`config.mk`:
```
export PLATFORM = sky130hd
export DESIGN_NAME = block_loader
export DESIGN_NICKNAME = d
export VERILOG_FILES = /design/src/common/me_pkg.sv /design/src/loader/block_loader.sv
export VERILOG_INCLUDE_DIRS = /design/src /design/src/common
export SDC_FILE = /design/constraint.sdc
export NUM_CORES = 1
export LEC_CHECK = 0
export ABC_AREA = 1
export BUFFER_PORTS_ARGS = -buffer_cell sky130_fd_sc_hd__buf_2
export CAP_MARGIN = 20
export CORE_AREA = 2 2 263 265
export CTS_CLUSTER_SIZE = 20
export DETAILED_ROUTE_END_ITERATION = 7
export DIE_AREA = 0 0 265 267
export GPL_TIMING_DRIVEN = 0
export SYNTH_ARGS = -nofsm -noshare
export SYNTH_HDL_FRONTEND = slang
export SYNTH_SLANG_ARGS = --single-unit
export TNS_END_PERCENT = 50
```
`constraint.sdc`:
```
create_clock -name clk -period 5.8 [get_ports clk]
set_input_delay 1.16 -clock clk [delete_from_list [all_inputs] [get_ports clk]]
set_output_delay 1.16 -clock clk [all_outputs]
set_load 0.1 [all_outputs]
```
`src/common/me_macros.svh`:
```
`ifndef ME_MACROS_SVH
`define ME_MACROS_SVH

// pixel and word geometry.
`define ME_PIXEL_W       8
`define ME_PIX_PER_WORD  4

// block and window sides in pixels.
`define ME_BLOCK_N       4
`define ME_WIN_N         8

// displacements per axis, WIN_N - BLOCK_N + 1.
`define ME_SEARCH_N      5

// input words per block and per window.
`define ME_CUR_WORDS     4
`define ME_WIN_WORDS     16

// 16 * 255 needs 12 bits.
`define ME_SAD_W         12
`define ME_RESULT_W      20

`endif

```
`src/common/me_pkg.sv`:
```
`include "me_macros.svh"

package me_pkg;

    typedef logic [`ME_PIXEL_W-1:0] pixel_t;
    typedef logic [`ME_PIXEL_W*`ME_PIX_PER_WORD-1:0] word_t;  // pixel 0 in low byte.

    // row-major, pixel (r,c) at index r*N+c.
    typedef logic [`ME_BLOCK_N*`ME_BLOCK_N*`ME_PIXEL_W-1:0] cur_block_t;
    typedef logic [`ME_WIN_N*`ME_WIN_N*`ME_PIXEL_W-1:0] window_t;

    typedef logic [`ME_SAD_W-1:0] sad_t;
    typedef logic [7:0] coord_t;  // {dy, dx}.
    typedef logic [`ME_RESULT_W-1:0] result_t;  // {sad, coord}.

    typedef enum logic {
        LOAD_CUR,
        LOAD_WIN
    } loader_state_e;

    typedef enum logic {
        SER_IDLE,
        SER_SHIFT
    } ser_state_e;

endpackage

```
`src/loader/block_loader.sv`:
```
`timescale 1ns/1ps
`include "me_macros.svh"

module block_loader (
    input  logic               clk,
    input  logic               rst,
    input  logic               init,
    input  me_pkg::word_t      input_raw,
    output me_pkg::cur_block_t cur_block,
    output me_pkg::window_t    window,
    output logic               search_start
);

    localparam int WORD_W    = `ME_PIXEL_W * `ME_PIX_PER_WORD;
    localparam int LAST_CUR  = `ME_CUR_WORDS - 1;
    localparam int LAST_WORD = `ME_CUR_WORDS + `ME_WIN_WORDS - 1;

    me_pkg::loader_state_e state;
    logic [4:0]            word_cnt;
    logic [1:0]            cur_idx;
    logic [3:0]            win_idx;

    assign cur_idx = word_cnt[1:0];
    assign win_idx = 4'(word_cnt - 5'(`ME_CUR_WORDS));  // window word 0..15.

    always_ff @(posedge clk) begin
        if (rst) begin
            state        <= me_pkg::LOAD_CUR;
            word_cnt     <= '0;
            search_start <= 1'b0;
        end else begin
            search_start <= 1'b0;
            if (!init) begin
                state    <= me_pkg::LOAD_CUR;  // partial block is dropped.
                word_cnt <= '0;
            end else begin
                case (state)
                    me_pkg::LOAD_CUR: begin
                        word_cnt <= word_cnt + 5'd1;
                        if (word_cnt == 5'(LAST_CUR)) begin
                            state <= me_pkg::LOAD_WIN;
                        end
                    end
                    me_pkg::LOAD_WIN: begin
                        if (word_cnt == 5'(LAST_WORD)) begin
                            state        <= me_pkg::LOAD_CUR;
                            word_cnt     <= '0;
                            search_start <= 1'b1;  // block and window complete.
                        end else begin
                            word_cnt <= word_cnt + 5'd1;
                        end
                    end
                    default: begin
                        state    <= me_pkg::LOAD_CUR;
                        word_cnt <= '0;
                    end
                endcase
            end
        end
    end

    // one word is one block row or half a window row.
    always_ff @(posedge clk) begin
        if (init) begin
            if (state == me_pkg::LOAD_CUR) begin
                cur_block[cur_idx*WORD_W +: WORD_W] <= input_raw;
            end else begin
                window[win_idx*WORD_W +: WORD_W] <= input_raw;
            end
        end
    end

    a_start_single: assert property (
        @(posedge clk) disable iff (rst) search_start |=> !search_start
    );

endmodule

```
-- After elaboration in Yosys (flattened, before gate mapping)
Index checks and enable logic that the tools add are counted.
- flip-flop bits (word level): 647
- bits in latches: 0
- memory bits (writable): 0
- ROM bits: 0
- input port bits: 35
- logic and storage cells: 29
- memories kept: 0
- $add $sub $neg: 4
- $mul: 0
- div/mod/pow operators: 0
- order comparisons: 0
- eq/ne operators: 2
- shifts and indexed selects: 4
- multiplexer cells: 8
- bitwise operators: 2
- reduce and logical (&&, ||, !) cells: 4
- operators by type and width (operator ; number):
    $bwmux W512 ; 1
    $shift A32 B34 Y512 const A ; 1
    $shiftx A32 B34 Y512 ; 1
    $bwmux W128 ; 1
    $shift A32 B34 Y128 const A ; 1
    $shiftx A32 B34 Y128 ; 1
    $neg A7 Y34 ; 1
    $neg A9 Y34 ; 1
    $pmux W5 S2 ; 1
    $add A5 B1 Y5 const B ; 1
    $eq A5 B2 Y1 const B ; 1
    $eq A5 B5 Y1 const B ; 1
    $mux W5 ; 1
    $reduce_and A2 Y1 ; 2
    $sub A4 B3 Y4 const B ; 1
    $mux W1 ; 3
    $reduce_or A3 Y1 ; 1
    $not A1 Y1 ; 2
    $pmux W1 S2 ; 1
    $reduce_or A2 Y1 ; 1

-- Depth between registers and ports, before layout
- depth after elaboration: 4
- depth in mapped cells: 11
- gate-level depth less buffers: 8

-- Worst setup path before layout
OpenSTA, ideal clock, no wires.
- path type: reg2reg
- from: reg, netlist name word_cnt[0]
- to: reg window[416], enable pin
- library setup time: 0.461 ns
- data arrival time: 3.924 ns
- required time: 5.339 ns
- path slack: 1.415 ns
- stages on the path, launching flop included: 11
- path buffers: 3
- clock period less this slack: 4.385 ns
- cell sequence: dfxtp_1 inv_2 buf_2 buf_2 ha_1 inv_1 nand2_2 nand2_4 inv_2 buf_2 nor3_1
- RTL lines (what ; line ; text):
    end signal: indexed assignment ; block_loader.sv:68 ; window[win_idx*WORD_W +: WORD_W] <= input_raw;
    end: declaration ; block_loader.sv:10 ; output me_pkg::window_t window,

==> out/summary.txt <==
Slowest stage cell, crit path = nor3_2
Synth Net Count = 1897
Pleak = 11.7 nW
Clk root buf = clkbuf_16
Reg2reg path depth = 11
RSZ-0062 raised after global routing = false
Avg Cell Area, Syn = 13.2 um2
CTS-repair resized insts = 0
Worst path cell trace = inv_2 -> buf_2 -> buf_2 -> ha_1 -> nand2_1 -> nand2_4 -> nand2_2 -> buf_4 -> nor3_2 -> buf_6 -> buf_6
Worst path bufs/invs = 6
Count leader, synth = edfxtp_1
Final RePlAce weighted congestion = 0.951
Synth Flop Type = edfxtp_1
Crit. End Element = flip-flop
Post-CTS setup buffer count = 0
Top-area cell type share of the netlist area = 0.783
Post-synth EDFFs = 640
Worst slew pin tran = 1.08 ns
Commonest cells post-synth = edfxtp_1 (640), nor2_1 (600), nand2_1 (150), nor3_1 (132), inv_1 (108)
Post-synthesis sequential area ratio = 0.789
Die Y = 267 um
Final min period = 4.09 ns
Main combinational cell family by area after synthesis = simple AND/OR/NAND/NOR gates
DRC = 0
Startpoint Class = flip-flop
# fillers = 6270
Fin. Hold Viols = 0
Reg-to-Reg End = window[495]$_DFFE_PP_
Vias/cell = 5.35
Post-Synth XOR/XNOR Area = 0.00107
Clock slew seen by the registers of the worst setup and hold paths = 0.06 ns
Post-synth ARST share = 0
Flop and latch count out of synthesis = 647
Initial antenna violation count = 3
Synth Area in Compound Gates = 0.000510
Clock H-tree levels = 3
Post-synthesis simple-gate area fraction = 0.162
Critical path arrival = 4.43 ns
Core Box Area = 68000 um2
Wire per inst = 30.9 um
Setup violators final = 0
Drt total wl = 110000 um
Delay-heaviest family, CP = buffers and inverters
Total track usage = 0.305
Mux share of post-synthesis cell area = 0
VDD IR-drop max = 0.192 mV
Slew headroom = 0.276
IO Pins = 676
Max cap viols = 0
Vias in the first global route = 18600
Post-route ant nets = 0
Clk buf depth = 3
CTS Buf Count = 68
Layout cell share with drive strength beyond 1 = 0.340
Syn. warnings = 0
GRT overflow = 0
Full die area = 70800 um2
Starting density of the core = 0.361
WP data required = 6.13 ns
Final Cycle Share = 0.706
Fin. max-slew vios = 0
Nets = 2668
Global-route wire length before repair = 148000 um
Initial detailed-routing violation count = 3300
# hold bufs at CTS = 0
Worst skew pair latency = 0.63 ns
FF-to-FF setup slack = 1.71 ns
Post-DP HPWL = 83000 um
WHS Path Cells = 2
Power density over cell area = 319 nW/um2
CTS sink cnt = 647
F_max = 0.244 GHz
FP Rows = 96
Critical Path Fanout Max = 11
Status = completed
Hold Crit Class = flip-flop to flip-flop
Synth Area in Adders = 0.00459
CTS tree = built
Gate Count Post-Synth = 1853
Cell accounting for the most synthesized area = edfxtp_1
Port buffer count = 675
Synth top area cells = edfxtp_1 (78%), nor2_1 (9.2%), nor3_1 (2.7%)
Drt pass-1 iters = 5
Die width = 265 um
Vias = 19000
Largest net degree at the start of global routing = 33
Cell area after technology mapping = 24500 um2
Yosys cell types = 25
DP Area = 29600 um2
CP max stage delay = 0.83 ns
RR Startpoint = word_cnt[0]$_SDFF_PP0_
Finished Cell Area = 31800 um2
WS Path Type = flip-flop to flip-flop
Post-route setup TNS = 0 ns
Synth-to-Final Area Change = 29.4%
Final clock skew = 0.0166 ns
==> cell type report <==
class	count	area (um2)	area share
inverters	113	424	0.0134
well taps	882	1100	0.0347
clock inverters	46	419	0.0132
multi-input cells	972	4260	0.134
diodes	1	2.50	0.0000788
flip-flops and latches	647	19400	0.610
repair buffers	701	3830	0.120
clock buffers	75	1730	0.0544
plain buffers	121	636	0.0200
==> worst max-delay path by stage <==
stage | start | endpoint | slack [ns] | cells after the start
finish | word_cnt[0]$_SDFF_PP0_ | window[495]$_DFFE_PP_ | 1.71 | 11
global route | word_cnt[0]$_SDFF_PP0_ | window[496]$_DFFE_PP_ | 1.49 | 12
detailed placement | word_cnt[0]$_SDFF_PP0_ | window[489]$_DFFE_PP_ | 1.77 | 12
global placement | word_cnt[0]$_SDFF_PP0_ | window[419]$_DFFE_PP_ | -1.37 | 9
floorplan | word_cnt[0]$_SDFF_PP0_ | window[416]$_DFFE_PP_ | 1.41 | 10
CTS | word_cnt[0]$_SDFF_PP0_ | window[504]$_DFFE_PP_ | 1.74 | 12
==> sequential cells by signal, indices dropped and copies added, names as in the netlist, named ones only <==
name and flops:
search_start 1, cur_block 128, word_cnt 5, window 512
==> power by group <==
| group | switching (mW) | internal, mW | total (mW) |
|---|---|---|---|
| Sequential | 0.00925 | 5.12 | 5.13 |
| Clock | 1.90 | 2.40 | 4.30 |
| Combinational | 0.589 | 0.108 | 0.697 |
==> tightest hold or removal path, delay by kind of cell, from the launching register on <==
family           cells  cell delay [ns]
flip-flops           1             0.32
AO/OA/AOI/OAI        1             0.12
AND/OR/NAND/NOR      1             0.05
==> cells in the final DEF, fill, tap and decap left out, types with 5 or more instances in the layout <==
cell type / n
buf_2: 739
edfxtp_1: 640
nor2_1: 583
nand2_1: 150
nor3_1: 129
inv_1: 108
clkbuf_16: 68
nand4_1: 64
clkbuf_1: 42
buf_6: 18
nor2_4: 16
clkinv_1: 16
clkinv_2: 14
buf_12: 14
ha_1: 9
buf_1: 7
dfxtp_1: 7
inv_2: 5
buf_4: 5
nand3_1: 5
bufinv_16: 5
==> layer usage <==
layer | routed length, um | GRT usage | up-vias | share of wire
li1 | - | - | 7910 | -
met1 | 40500 | 0.384 | 9489 | 0.37
met2 | 51900 | 0.496 | 1398 | 0.47
met3 | 12800 | 0.0908 | 247 | 0.12
met4 | 4600 | 0.118 | 4 | 0.042
met5 | 22 | 0 | - | 0.00020
==> kinds of logic after synthesis <==
group | after synthesis
flops | 647
simple gates | 958
xor+xnor | 3
compound gates | 2
fa+ha+maj | 9
buf+inv | 234
==> through the flow <==
stage	setup WS, ns	total power [mW]	hold slack (ns)	util	instances
CTS	1.74	10.1	0.534	0.467	3557
finish	1.71	10.1	0.533	0.467	3558
global placement	-1.37	5.89	0.521	0.427	3410
floorplan	1.41	5.64	0.476	-	1853
global route	1.49	10.3	0.558	0.467	3558
detailed placement	1.77	5.91	0.526	0.436	3436
Power figures use the tool's default switching activity.
