### src/common/me_macros.svh
`ifndef ME_MACROS_SVH
`define ME_MACROS_SVH

// pixel and word geometry.
`define ME_PIXEL_W       8
`define ME_PIX_PER_WORD  4

// block and window sides in pixels.
`define ME_BLOCK_N       4
`define ME_WIN_N         8

// displacements per axis, WIN_N - BLOCK_N + 1.
`define ME_SEARCH_N      5

// input words per block and per window.
`define ME_CUR_WORDS     4
`define ME_WIN_WORDS     16

// 16 * 255 needs 12 bits.
`define ME_SAD_W         12
`define ME_RESULT_W      20

`endif

### src/common/me_pkg.sv
`include "me_macros.svh"

package me_pkg;

    typedef logic [`ME_PIXEL_W-1:0] pixel_t;
    typedef logic [`ME_PIXEL_W*`ME_PIX_PER_WORD-1:0] word_t;  // pixel 0 in low byte.

    // row-major, pixel (r,c) at index r*N+c.
    typedef logic [`ME_BLOCK_N*`ME_BLOCK_N*`ME_PIXEL_W-1:0] cur_block_t;
    typedef logic [`ME_WIN_N*`ME_WIN_N*`ME_PIXEL_W-1:0] window_t;

    typedef logic [`ME_SAD_W-1:0] sad_t;
    typedef logic [7:0] coord_t;  // {dy, dx}.
    typedef logic [`ME_RESULT_W-1:0] result_t;  // {sad, coord}.

    typedef enum logic {
        LOAD_CUR,
        LOAD_WIN
    } loader_state_e;

    typedef enum logic {
        SER_IDLE,
        SER_SHIFT
    } ser_state_e;

endpackage

### src/logic/result_serializer.sv
`timescale 1ns/1ps
`include "me_macros.svh"

module result_serializer (
    input  logic            clk,
    input  logic            rst,
    input  me_pkg::result_t best_result,
    input  logic            best_valid,
    output logic            serial20,
    output logic            serial_valid
);

    localparam int LAST_BIT = `ME_RESULT_W - 1;

    me_pkg::ser_state_e state;
    logic [4:0]         bit_cnt;
    me_pkg::result_t    shift_reg;

    always_ff @(posedge clk) begin
        if (rst) begin
            state     <= me_pkg::SER_IDLE;
            bit_cnt   <= '0;
            shift_reg <= '0;
        end else begin
            case (state)
                me_pkg::SER_IDLE: begin
                    if (best_valid) begin
                        state     <= me_pkg::SER_SHIFT;
                        bit_cnt   <= '0;
                        shift_reg <= best_result;
                    end
                end
                me_pkg::SER_SHIFT: begin
                    if (bit_cnt == 5'(LAST_BIT) && best_valid) begin
                        bit_cnt   <= '0;  // back-to-back frame.
                        shift_reg <= best_result;
                    end else begin
                        shift_reg <= shift_reg << 1;  // zeros fill behind.
                        bit_cnt   <= bit_cnt + 5'd1;
                        if (bit_cnt == 5'(LAST_BIT)) begin
                            state <= me_pkg::SER_IDLE;
                        end
                    end
                end
                default: begin
                    state <= me_pkg::SER_IDLE;
                end
            endcase
        end
    end

    assign serial20     = shift_reg[LAST_BIT];  // msb first.
    assign serial_valid = (state == me_pkg::SER_SHIFT);

    a_no_overrun: assert property (
        @(posedge clk) disable iff (rst)
        best_valid |-> (state == me_pkg::SER_IDLE) || (bit_cnt == 5'(LAST_BIT))
    );

endmodule

### config.mk
export PLATFORM = sky130hd
export DESIGN_NAME = result_serializer
export DESIGN_NICKNAME = d
export VERILOG_FILES = /design/src/common/me_pkg.sv /design/src/logic/result_serializer.sv
export VERILOG_INCLUDE_DIRS = /design/src /design/src/common
export SDC_FILE = /design/constraint.sdc
export NUM_CORES = 1
export LEC_CHECK = 0
export BUFFER_PORTS_ARGS = -buffer_cell sky130_fd_sc_hd__buf_2
export CORE_MARGIN = 2
export CORE_UTILIZATION = 35
export DETAILED_ROUTE_END_ITERATION = 12
export MAX_ROUTING_LAYER = met4
export PLACE_DENSITY = 0.61
export RECOVER_POWER = 50
export REMOVE_ABC_BUFFERS = 1
export SYNTH_ARGS = -nofsm -noshare
export SYNTH_HDL_FRONTEND = slang
export SYNTH_SLANG_ARGS = --single-unit
### constraint.sdc
create_clock -name clk -period 1.6 [get_ports clk]
set_input_delay 0.08 -clock clk [delete_from_list [all_inputs] [get_ports clk]]
set_output_delay 0.08 -clock clk [all_outputs]
set_load 0.01 [all_outputs]
======== Word-level counts from Yosys, hierarchy flattened ========
Cells that the tools add are included.
storage, ports and cells
  bits in registers ....................... 26
  latch bits .............................. 0
  bits in writable memories ............... 0
  memory bits (read-only) ................. 0
  input bits .............................. 23
  output and inout bits ................... 2
  logic and storage cells ................. 18
  memories ................................ 0
operators by class
  add/subtract/negate cells ............... 1
  multiply operators ...................... 0
  divide/modulo/power cells ............... 0
  $lt $le $gt $ge ......................... 0
  equal/unequal tests ..................... 2
  shifts and indexed selects .............. 0
  multiplexer cells ....................... 10
  bitwise logic cells ..................... 1
  reductions and logical operators ........ 1
operators with widths
  kind                                                           count
  20-bit 2-to-1 mux                                              2
  20-bit case mux with 2 select lines                            1
  5-bit 2-to-1 mux                                               2
  5-bit case mux with 2 select lines                             1
  5-bit by 1-bit adder with 5-bit output, second input constant  1
  5-bit equality test, second input constant                     1
  1-bit 2-to-1 mux                                               3
  2-bit inequality test, second input constant                   1
  1-bit case mux with 2 select lines                             1
  1-bit logical AND                                              1
  1-bit inverter                                                 1

======== Longest topological paths before layout ========
Gate-level depths: netlist (run 1).
  word-level depth ........................ 4
  gate-level depth with buffers ........... 6
  gate-level depth less buffers ........... 4

======== Worst setup path before layout (run 1) ========
OpenSTA, ideal clock, no wires.
  kind .................................... register to register
  start point ............................. register bit_cnt[0]
  end point ............................... register shift_reg[11]
  library setup time ...................... 0.132 ns
  arrival ................................. 1.264 ns
  data required time ...................... 1.468 ns
  slack ................................... 0.204 ns
  stages on the path, launching flop included .. 7
  path buffers ............................ 2
  clock period less this slack ............ 1.396 ns
  cells stage by stage .................... dfxtp_1 > ha_1 > and4bb_1 > buf_6 > buf_12 > mux2i_1 > nor3_1
between the ends
  cells in the longest elaborated chain, start to end .. 4
RTL lines
  item                                 line                     RTL
  start, declared                      result_serializer.sv:16  logic [4:0] bit_cnt;
  start signal, assigned               result_serializer.sv:39  bit_cnt <= bit_cnt + 5'd1;
  5-bit equality test                  result_serializer.sv:34  if (bit_cnt == 5'(LAST_BIT) && best_valid) begin
  1-bit logical AND                    result_serializer.sv:34
  20-bit 2-to-1 mux                    result_serializer.sv:34
  20-bit case mux with 2 select lines  result_serializer.sv:25  case (state)
  end signal, assigned                 result_serializer.sv:30  shift_reg <= best_result;
  end signal, assigned                 result_serializer.sv:36  shift_reg <= best_result;
  end signal, assigned                 result_serializer.sv:38  shift_reg <= shift_reg << 1;
  end, declared                        result_serializer.sv:17  me_pkg::result_t shift_reg;
No other way between the ends.
A chain may end at the register's enable or synchronous reset.

======== Worst setup path in the final report (run 1) ========
  start point ............................. register bit_cnt[1]
  end point ............................... register shift_reg[7]
The elaborated chain is that of the path after synthesis.

==> impl_metrics.py, run 1 <==
metrics = {
    "floorplanning": {
        "core-area_sq_um": 4720,
        "die_w_microns": 74.1,
        "ios": 25,
        "die_y_microns": 74.1,
        "die_area_sq_um": 5490,
        "rows": 25,
        "initial_core_util_pct": 36.4,
    },
    "final_layout": {
        "drive_gt1_share_pct": 27.4,
        "diodes": 0,
        "fin_cells": 279,
        "largest_reg_flops": 20,
        "fillers": 482,
        "fin_area_sq_um": 1960,
        "nNetsFinal": 238,
        "area_growth_pct": 13.9,
        "final_core_util_pct": 41.5,
    },
    "sta": {
        "slew_viol_final": 0,
        "setup_slack_ns": 0.170,
        "post-route-period-util_pct": 89.4,
        "max_freq_mhz": 699,
        "rsz0062_at_grt": "false",
        "setup_violations": 0,
        "worst_pin_slew_ns": 0.531,
        "maxSlewHeadroom_pct": 64.6,
        "hold_viol": 0,
        "period_needed_ns": 1.43,
        "fin_setup_tns_ns": 0,
        "skew_ns": 0.00428,
    },
    "power": {
        "combPwrFrac_pct": 22.4,
        "ir_drop_mv": 0.381,
        "p_leak_nw": 0.733,
        "p_int_mw": 1.03,
        "power_density_nw_per_um2": 722,
        "p_switching_mw": 0.387,
        "p_clk_share_pct": 26.7,
        "seqPwrFrac_pct": 50.9,
        "p_sw_share_pct": 27.3,
    },
    "cts": {
        "cts_max_level": 1,
        "cts_tree": "yes",
        "postCtsSetupBuffers": 0,
        "clock_path_buffers": 2,
        "cts_buffers": 3,
        "worstSkewPairLatency_ns": 0.27,
        "clock-root-buffer": "clkbuf_8",
        "clkTransAtPathRegs_ns": 0.09,
        "cts.sink_count": 26,
        "cts_hold_buf": 0,
    },
    "critical_path": {
        "reg2regPathDepth": 5,
        "cp.required_ns": 1.74,
        "critical_path.max_fanout": 11,
        "endpoint_kind": "register",
        "r2r-start": "bit_cnt[1]$_SDFFE_PP0P_",
        "r2r_end": "shift_reg[7]$_SDFFE_PP0P_",
        "worstPathArrival_ns": 1.57,
        "worst-r2r-setup-slack_ns": 0.17,
        "setup.worst_path.start_class": "register",
        "crit_type": "register to register",
    },
    "synth": {
        "netlist_area_sq_um": 1720,
        "synth_edf_count": 0,
        "yosysUniqueCellTypes": 30,
        "synth_ff_type": "dfxtp_1",
        "avgSynthCellArea_sq_um": 8.96,
        "async_reset_ff_share_pct": 0,
        "ys_seq_area_share_pct": 30.3,
        "synthCells": 192,
        "ys_ff_latch": 26,
        "yosysWarnings": 0,
    },
    "grt": {
        "overflow": 0,
        "grt_pass1_wl_mm": 6.16,
        "antenna_found_initial": 0,
        "grt_start_max_net_pins": 35,
        "grt_pass1_vias": 1352,
        "grt_util_all_layers_pct": 14.8,
    },
    "place": {
        "port_buffers": 24,
        "dp.cells": 276,
        "post-dp-hpwl_mm": 2.50,
        "place_ws_ns": 0.125,
        "finalWeightedCongestion": 0.748,
        "dpl-instance-area_sq_um": 1920,
    },
    "flow_run": {
        "maxCapViolations": 0,
    },
    "hold_path": {
        "holdPathStages": 3,
        "hold_path_end": "shift_reg[0]$_SDFFE_PP0P_",
        "min_path_type": "primary input to register",
        "holdCritStartpoint": "best_result[0]",
    },
    "route": {
        "firstDrtPassIters": 4,
        "drtAntennaViolNets": 0,
        "drc": 0,
        "first_iter_violations": 83,
        "routed_wl_mm": 3.70,
        "vias_per_cell": 5.15,
        "num_vias": 1436,
        "wl_per_cell_microns": 13.3,
    },
    "outcome": {
        "status": "finished, final reports clean",
    },
}
## layout make-up
class | count | area, sq um | share of cell area [%]
clock buffers | 3 | 41.3 | 2.11
multi-input cells | 146 | 1070 | 54.5
inverters | 2 | 7.51 | 0.383
repair buffers | 35 | 236 | 12.1
well taps | 67 | 83.8 | 4.28
flip-flops and latches | 26 | 522 | 26.6
## critical path, stage by stage (launching register included)
cell and delay (ns):
dfxtp_1 0.37, ha_1 0.17, and4bb_1 0.28, buf_6 0.21, mux2i_1 0.21, nor3_1 0.06
## power groups by stage
stage                     clock (mW)  combinational (mW)  sequential (mW)
final                          0.378               0.316            0.721
after global placement             0               0.315            0.734
after global routing           0.414               0.354            0.727
after detailed placement           0               0.320            0.736
after floorplan                    0               0.185            0.744
after CTS                      0.395               0.321            0.721
## layout by cell type (no fill, tap or decap), drive strengths merged
| cell type | n |
|---|---|
| buf | 32 |
| nor2b | 3 |
| nor2 | 2 |
| o211ai | 2 |
| clkbuf | 6 |
| and4b | 1 |
| nand2b | 34 |
| a211oi | 2 |
| o22ai | 19 |
| inv | 2 |
| and4bb | 1 |
| nand2 | 3 |
| ha | 1 |
| and2b | 1 |
| dfxtp | 26 |
| nand3 | 1 |
| nor3 | 19 |
| a211o | 2 |
| nand4 | 2 |
| mux2i | 19 |
| o21ai | 3 |
| or2b | 5 |
| mux2 | 19 |
| a21oi | 6 |
| nor3b | 1 |
## worst max-delay path by stage
stage                                       start                          to  slack, ns  cells after the start
after global placement    bit_cnt[1]$_SDFFE_PP0P_  shift_reg[15]$_SDFFE_PP0P_       0.16                      5
after global routing      bit_cnt[1]$_SDFFE_PP0P_  shift_reg[15]$_SDFFE_PP0P_       0.05                      5
after floorplan           serial_valid$_SDFF_PP0_   shift_reg[4]$_SDFFE_PP0P_      -0.50                      3
after CTS                 bit_cnt[1]$_SDFFE_PP0P_  shift_reg[19]$_SDFFE_PP0P_       0.11                      5
after detailed placement  bit_cnt[1]$_SDFFE_PP0P_  shift_reg[15]$_SDFFE_PP0P_       0.13                      5
final                     bit_cnt[1]$_SDFFE_PP0P_   shift_reg[7]$_SDFFE_PP0P_       0.17                      5
## cells in the mapped netlist (2+ instances only)
cell | number | share of area, %
nand4_1 | 2 | 0.73
o211ai_1 | 2 | 0.87
nor2b_1 | 3 | 1.1
buf_12 | 2 | 2.3
clkbuf_1 | 5 | 1.1
or2b_1 | 5 | 2.2
a211oi_1 | 2 | 0.87
nand2b_1 | 34 | 12
a211o_1 | 2 | 1.0
mux2i_1 | 19 | 11
nor3_1 | 19 | 5.5
dfxtp_1 | 26 | 30
mux2_2 | 19 | 12
nand2_1 | 3 | 0.65
nor2_1 | 2 | 0.44
o21ai_0 | 3 | 0.87
o22ai_1 | 19 | 6.9
buf_2 | 6 | 1.7
a21oi_1 | 6 | 1.7
buf_4 | 2 | 0.87
inv_1 | 2 | 0.44
## per-layer routing
| layer | routed length (microns) | global-route usage (%) | share of wire, % | vias to the layer above |
|---|---|---|---|---|
| met3 | 146 | 2.85 | 3.9 | 5 |
| li1 | - | - | - | 730 |
| met4 | 53 | 4.85 | 1.4 | 0 |
| met5 | 0 | - | 0 | - |
| met1 | 1800 | 19.2 | 49 | 669 |
| met2 | 1700 | 23.2 | 46 | 32 |
## through the flow
stage	hold WS [ns]	total power [mW]
detailed placement	0.386	1.06
global placement	0.383	1.05
global route	0.106	1.49
CTS	0.0886	1.44
floorplan	0.149	0.929
finish	0.0926	1.41
## kinds of logic after synthesis
group / Yosys count / share of synthesized area, %
compound gates: 34 / 12.3
fa+ha+maj: 1 / 0.727
buf+inv: 20 / 7.64
flops: 26 / 30.3
mux: 38 / 23.5
simple gates: 73 / 25.6
## repair_timing
action	4_1_cts	5_1_grt
endpoints found under the setup margin	0	3
endpoints found under the hold margin	0	0
gates resized for setup	0	1
(Power assumes the default switching activity.)
==> run 2: changes to the inputs <==
--- a/config.mk
+++ b/config.mk
@@ -11,7 +11,7 @@
 export CORE_UTILIZATION = 35
 export DETAILED_ROUTE_END_ITERATION = 12
 export MAX_ROUTING_LAYER = met4
-export PLACE_DENSITY = 0.61
+export PLACE_DENSITY = 0.63
 export RECOVER_POWER = 50
 export REMOVE_ABC_BUFFERS = 1
 export SYNTH_ARGS = -nofsm -noshare
==> constraint.sdc (replaced) <==
create_clock -name clk -period 1.25 [get_ports clk]
set_input_delay 0.1875 -clock clk [delete_from_list [all_inputs] [get_ports clk]]
set_output_delay 0.1875 -clock clk [all_outputs]
set_load 0.01 [all_outputs]
==> run 2 against run 1 <==
The run now ends with negative setup slack left. Fmax rose by 4.8%. Clock power up 88%. Critical path type unchanged. Critical endpoint is now shift_reg[6]$_SDFFE_PP0P_. Clock-buffer cell count unchanged. Wire length rose by 1.1%. Register-to-register slack worse by 0.28 ns.
==> impl_metrics.py, run 2 (same netlist as run 1, synthesis figures left out) <==
metrics = {
    "critical_path": {
        "critical_path.startpoint": "bit_cnt[0]$_SDFFE_PP0P_",
        "critPathTopFamily": "flip-flops",
        "critical_path.max_fanout": 10,
        "worst-r2r-setup-slack_ns": -0.11,
        "r2r-start": "bit_cnt[0]$_SDFFE_PP0P_",
        "cp_num_buf_inv": 1,
        "setup.worst_path.start_class": "register",
        "r2r_end": "shift_reg[6]$_SDFFE_PP0P_",
        "path_cells": "ha_4 -> and4bb_4 -> buf_12 -> mux2i_1 -> nor3_2",
        "worstPathArrival_ns": 1.54,
        "max_stage_delay_ns": 0.38,
        "cp_slowest_cell": "dfxtp_4",
        "endpoint_kind": "register",
        "crit_type": "register to register",
        "cp.required_ns": 1.42,
        "reg2regPathDepth": 5,
    },
    "grt": {
        "grt_pass1_vias": 1422,
        "overflow": 0,
        "grt_pass1_wl_mm": 6.47,
        "met2_usage_pct": 26.5,
        "grt_use_met3_pct": 2.85,
        "antenna_found_initial": 0,
        "grt_start_max_net_pins": 42,
        "use_met1_pct": 18.9,
        "grt_util_all_layers_pct": 15.5,
        "grt.busiest_layer": "met2",
    },
    "route": {
        "firstDrtPassIters": 4,
        "vias_per_cell": 5.00,
        "first_iter_violations": 100,
        "num_vias": 1429,
        "wl_per_cell_microns": 13.1,
        "drc": 0,
        "routed_wl_mm": 3.74,
        "drtAntennaViolNets": 0,
    },
    "cts": {
        "cts_buffers": 3,
        "cts.sink_count": 26,
        "worstSkewPairLatency_ns": 0.27,
        "clock-root-buffer": "clkbuf_8",
        "clock_path_buffers": 2,
        "clkTransAtPathRegs_ns": 0.10,
        "cts_hold_buf": 0,
        "cts_max_level": 1,
        "postCtsSetupBuffers": 0,
        "cts_tree": "yes",
    },
    "sta": {
        "hold_viol": 0,
        "skew_ns": 0.00454,
        "rsz0062_at_grt": "true",
        "slew_viol_final": 0,
        "period_needed_ns": 1.36,
        "maxSlewHeadroom_pct": 85.8,
        "worst_pin_slew_ns": 0.210,
        "setup_violations": 22,
        "max_freq_mhz": 733,
        "setup_slack_ns": -0.114,
        "post-route-period-util_pct": 109,
    },
    "power": {
        "p_clk_share_pct": 34.3,
        "p_sw_share_pct": 25.0,
        "seqPwrFrac_pct": 44.5,
        "ir_drop_mv": 0.712,
        "p_int_mw": 1.56,
        "combPwrFrac_pct": 21.2,
        "power_density_nw_per_um2": 968,
        "p_switching_mw": 0.520,
        "power.total_mw": 2.08,
        "p_leak_nw": 0.802,
    },
    "final_layout": {
        "final_common_cell": "nand2b_1",
        "fillers": 457,
        "diodes": 0,
        "layout_common_cells": "nand2b_1, dfxtp_1, buf_2",
        "fin_cells": 286,
        "final_core_util_pct": 45.4,
        "register_area_sq_um": 529,
        "largest_reg_flops": 20,
        "multi_input_area_sq_um": 1100,
        "drive_gt1_share_pct": 33.8,
        "area_growth_pct": 24.6,
        "nNetsFinal": 244,
    },
    "hold_path": {
        "hold_path_end": "shift_reg[0]$_SDFFE_PP0P_",
        "holdCritStartpoint": "best_result[0]",
        "min_path_type": "primary input to register",
        "holdPathStages": 3,
    },
    "place": {
        "dp.cells": 281,
        "place_ws_ns": -0.155,
        "post-dp-hpwl_mm": 2.49,
        "port_buffers": 24,
        "finalWeightedCongestion": 0.750,
    },
    "outcome": {
        "violations": "negative setup slack",
        "status": "complete, but fails checks",
    },
    "floorplanning": {
        "die_y_microns": 74.1,
        "die_area_sq_um": 5490,
        "rows": 25,
        "die_w_microns": 74.1,
        "core-area_sq_um": 4720,
        "ios": 25,
        "initial_core_util_pct": 36.4,
    },
    "flow_run": {
        "maxCapViolations": 0,
    },
}
## run 2: per-stage QoR
| stage | instance area (sq um) | hold WS, ns | TNS [ns] |
|---|---|---|---|
| global route | 2140 | 0.196 | -3.00 |
| global placement | 2000 | 0.457 | -1.31 |
| finish | 2140 | 0.202 | -1.66 |
| CTS | 2120 | 0.192 | -1.65 |
| floorplan | 1600 | 0.257 | -19.61 |
| detailed placement | 2000 | 0.462 | -2.60 |
## run 2: cell type report
type                            count  share of cell area [%]
Clock buffer                        3                    1.93
Clock inverter                      1                    1.40
Timing Repair Buffer               41                    16.3
Multi-Input combinational cell    146                    51.4
Sequential cell                    26                    24.7
Inverter                            2                   0.350
Tap cell                           67                    3.91
## run 2: metal layers
layer / up-vias / part of all wire (%)
met5: - / 0
met4: 0 / 0.67
met3: 2 / 2.6
met2: 21 / 51
met1: 661 / 46
li1: 745 / -
## run 2: timing repair
item	CTS	global route
gates cloned	1	0
pin swaps	5	3
endpoints found under the setup margin	24	26
resized for setup	10	6
## run 2: worst max path at each step
stage	to	slack (ns)	depth (start not counted)
floorplan	shift_reg[4]$_SDFFE_PP0P_	-0.85	3
global placement	bit_cnt[0]$_SDFFE_PP0P_	-0.11	5
detailed placement	bit_cnt[2]$_SDFFE_PP0P_	-0.15	5
CTS	shift_reg[4]$_SDFFE_PP0P_	-0.10	5
global route	shift_reg[6]$_SDFFE_PP0P_	-0.19	5
finish	shift_reg[6]$_SDFFE_PP0P_	-0.11	5
## run 2: worst register-to-register path: stages, from the launching register on
cell and delay, ns:
dfxtp_4 0.38, ha_4 0.14, and4bb_4 0.30, buf_12 0.16
mux2i_1 0.23, nor3_2 0.06
## run 2: power by group through the flow
stage	clock network (mW)	logic, mW	registers, mW
2_1_floorplan	0	0.237	0.952
3_3_place_gp	0	0.424	0.941
3_5_place_dp	0	0.431	0.943
4_1_cts	0.750	0.435	0.926
5_1_grt	0.769	0.492	0.933
6_report	0.711	0.440	0.924
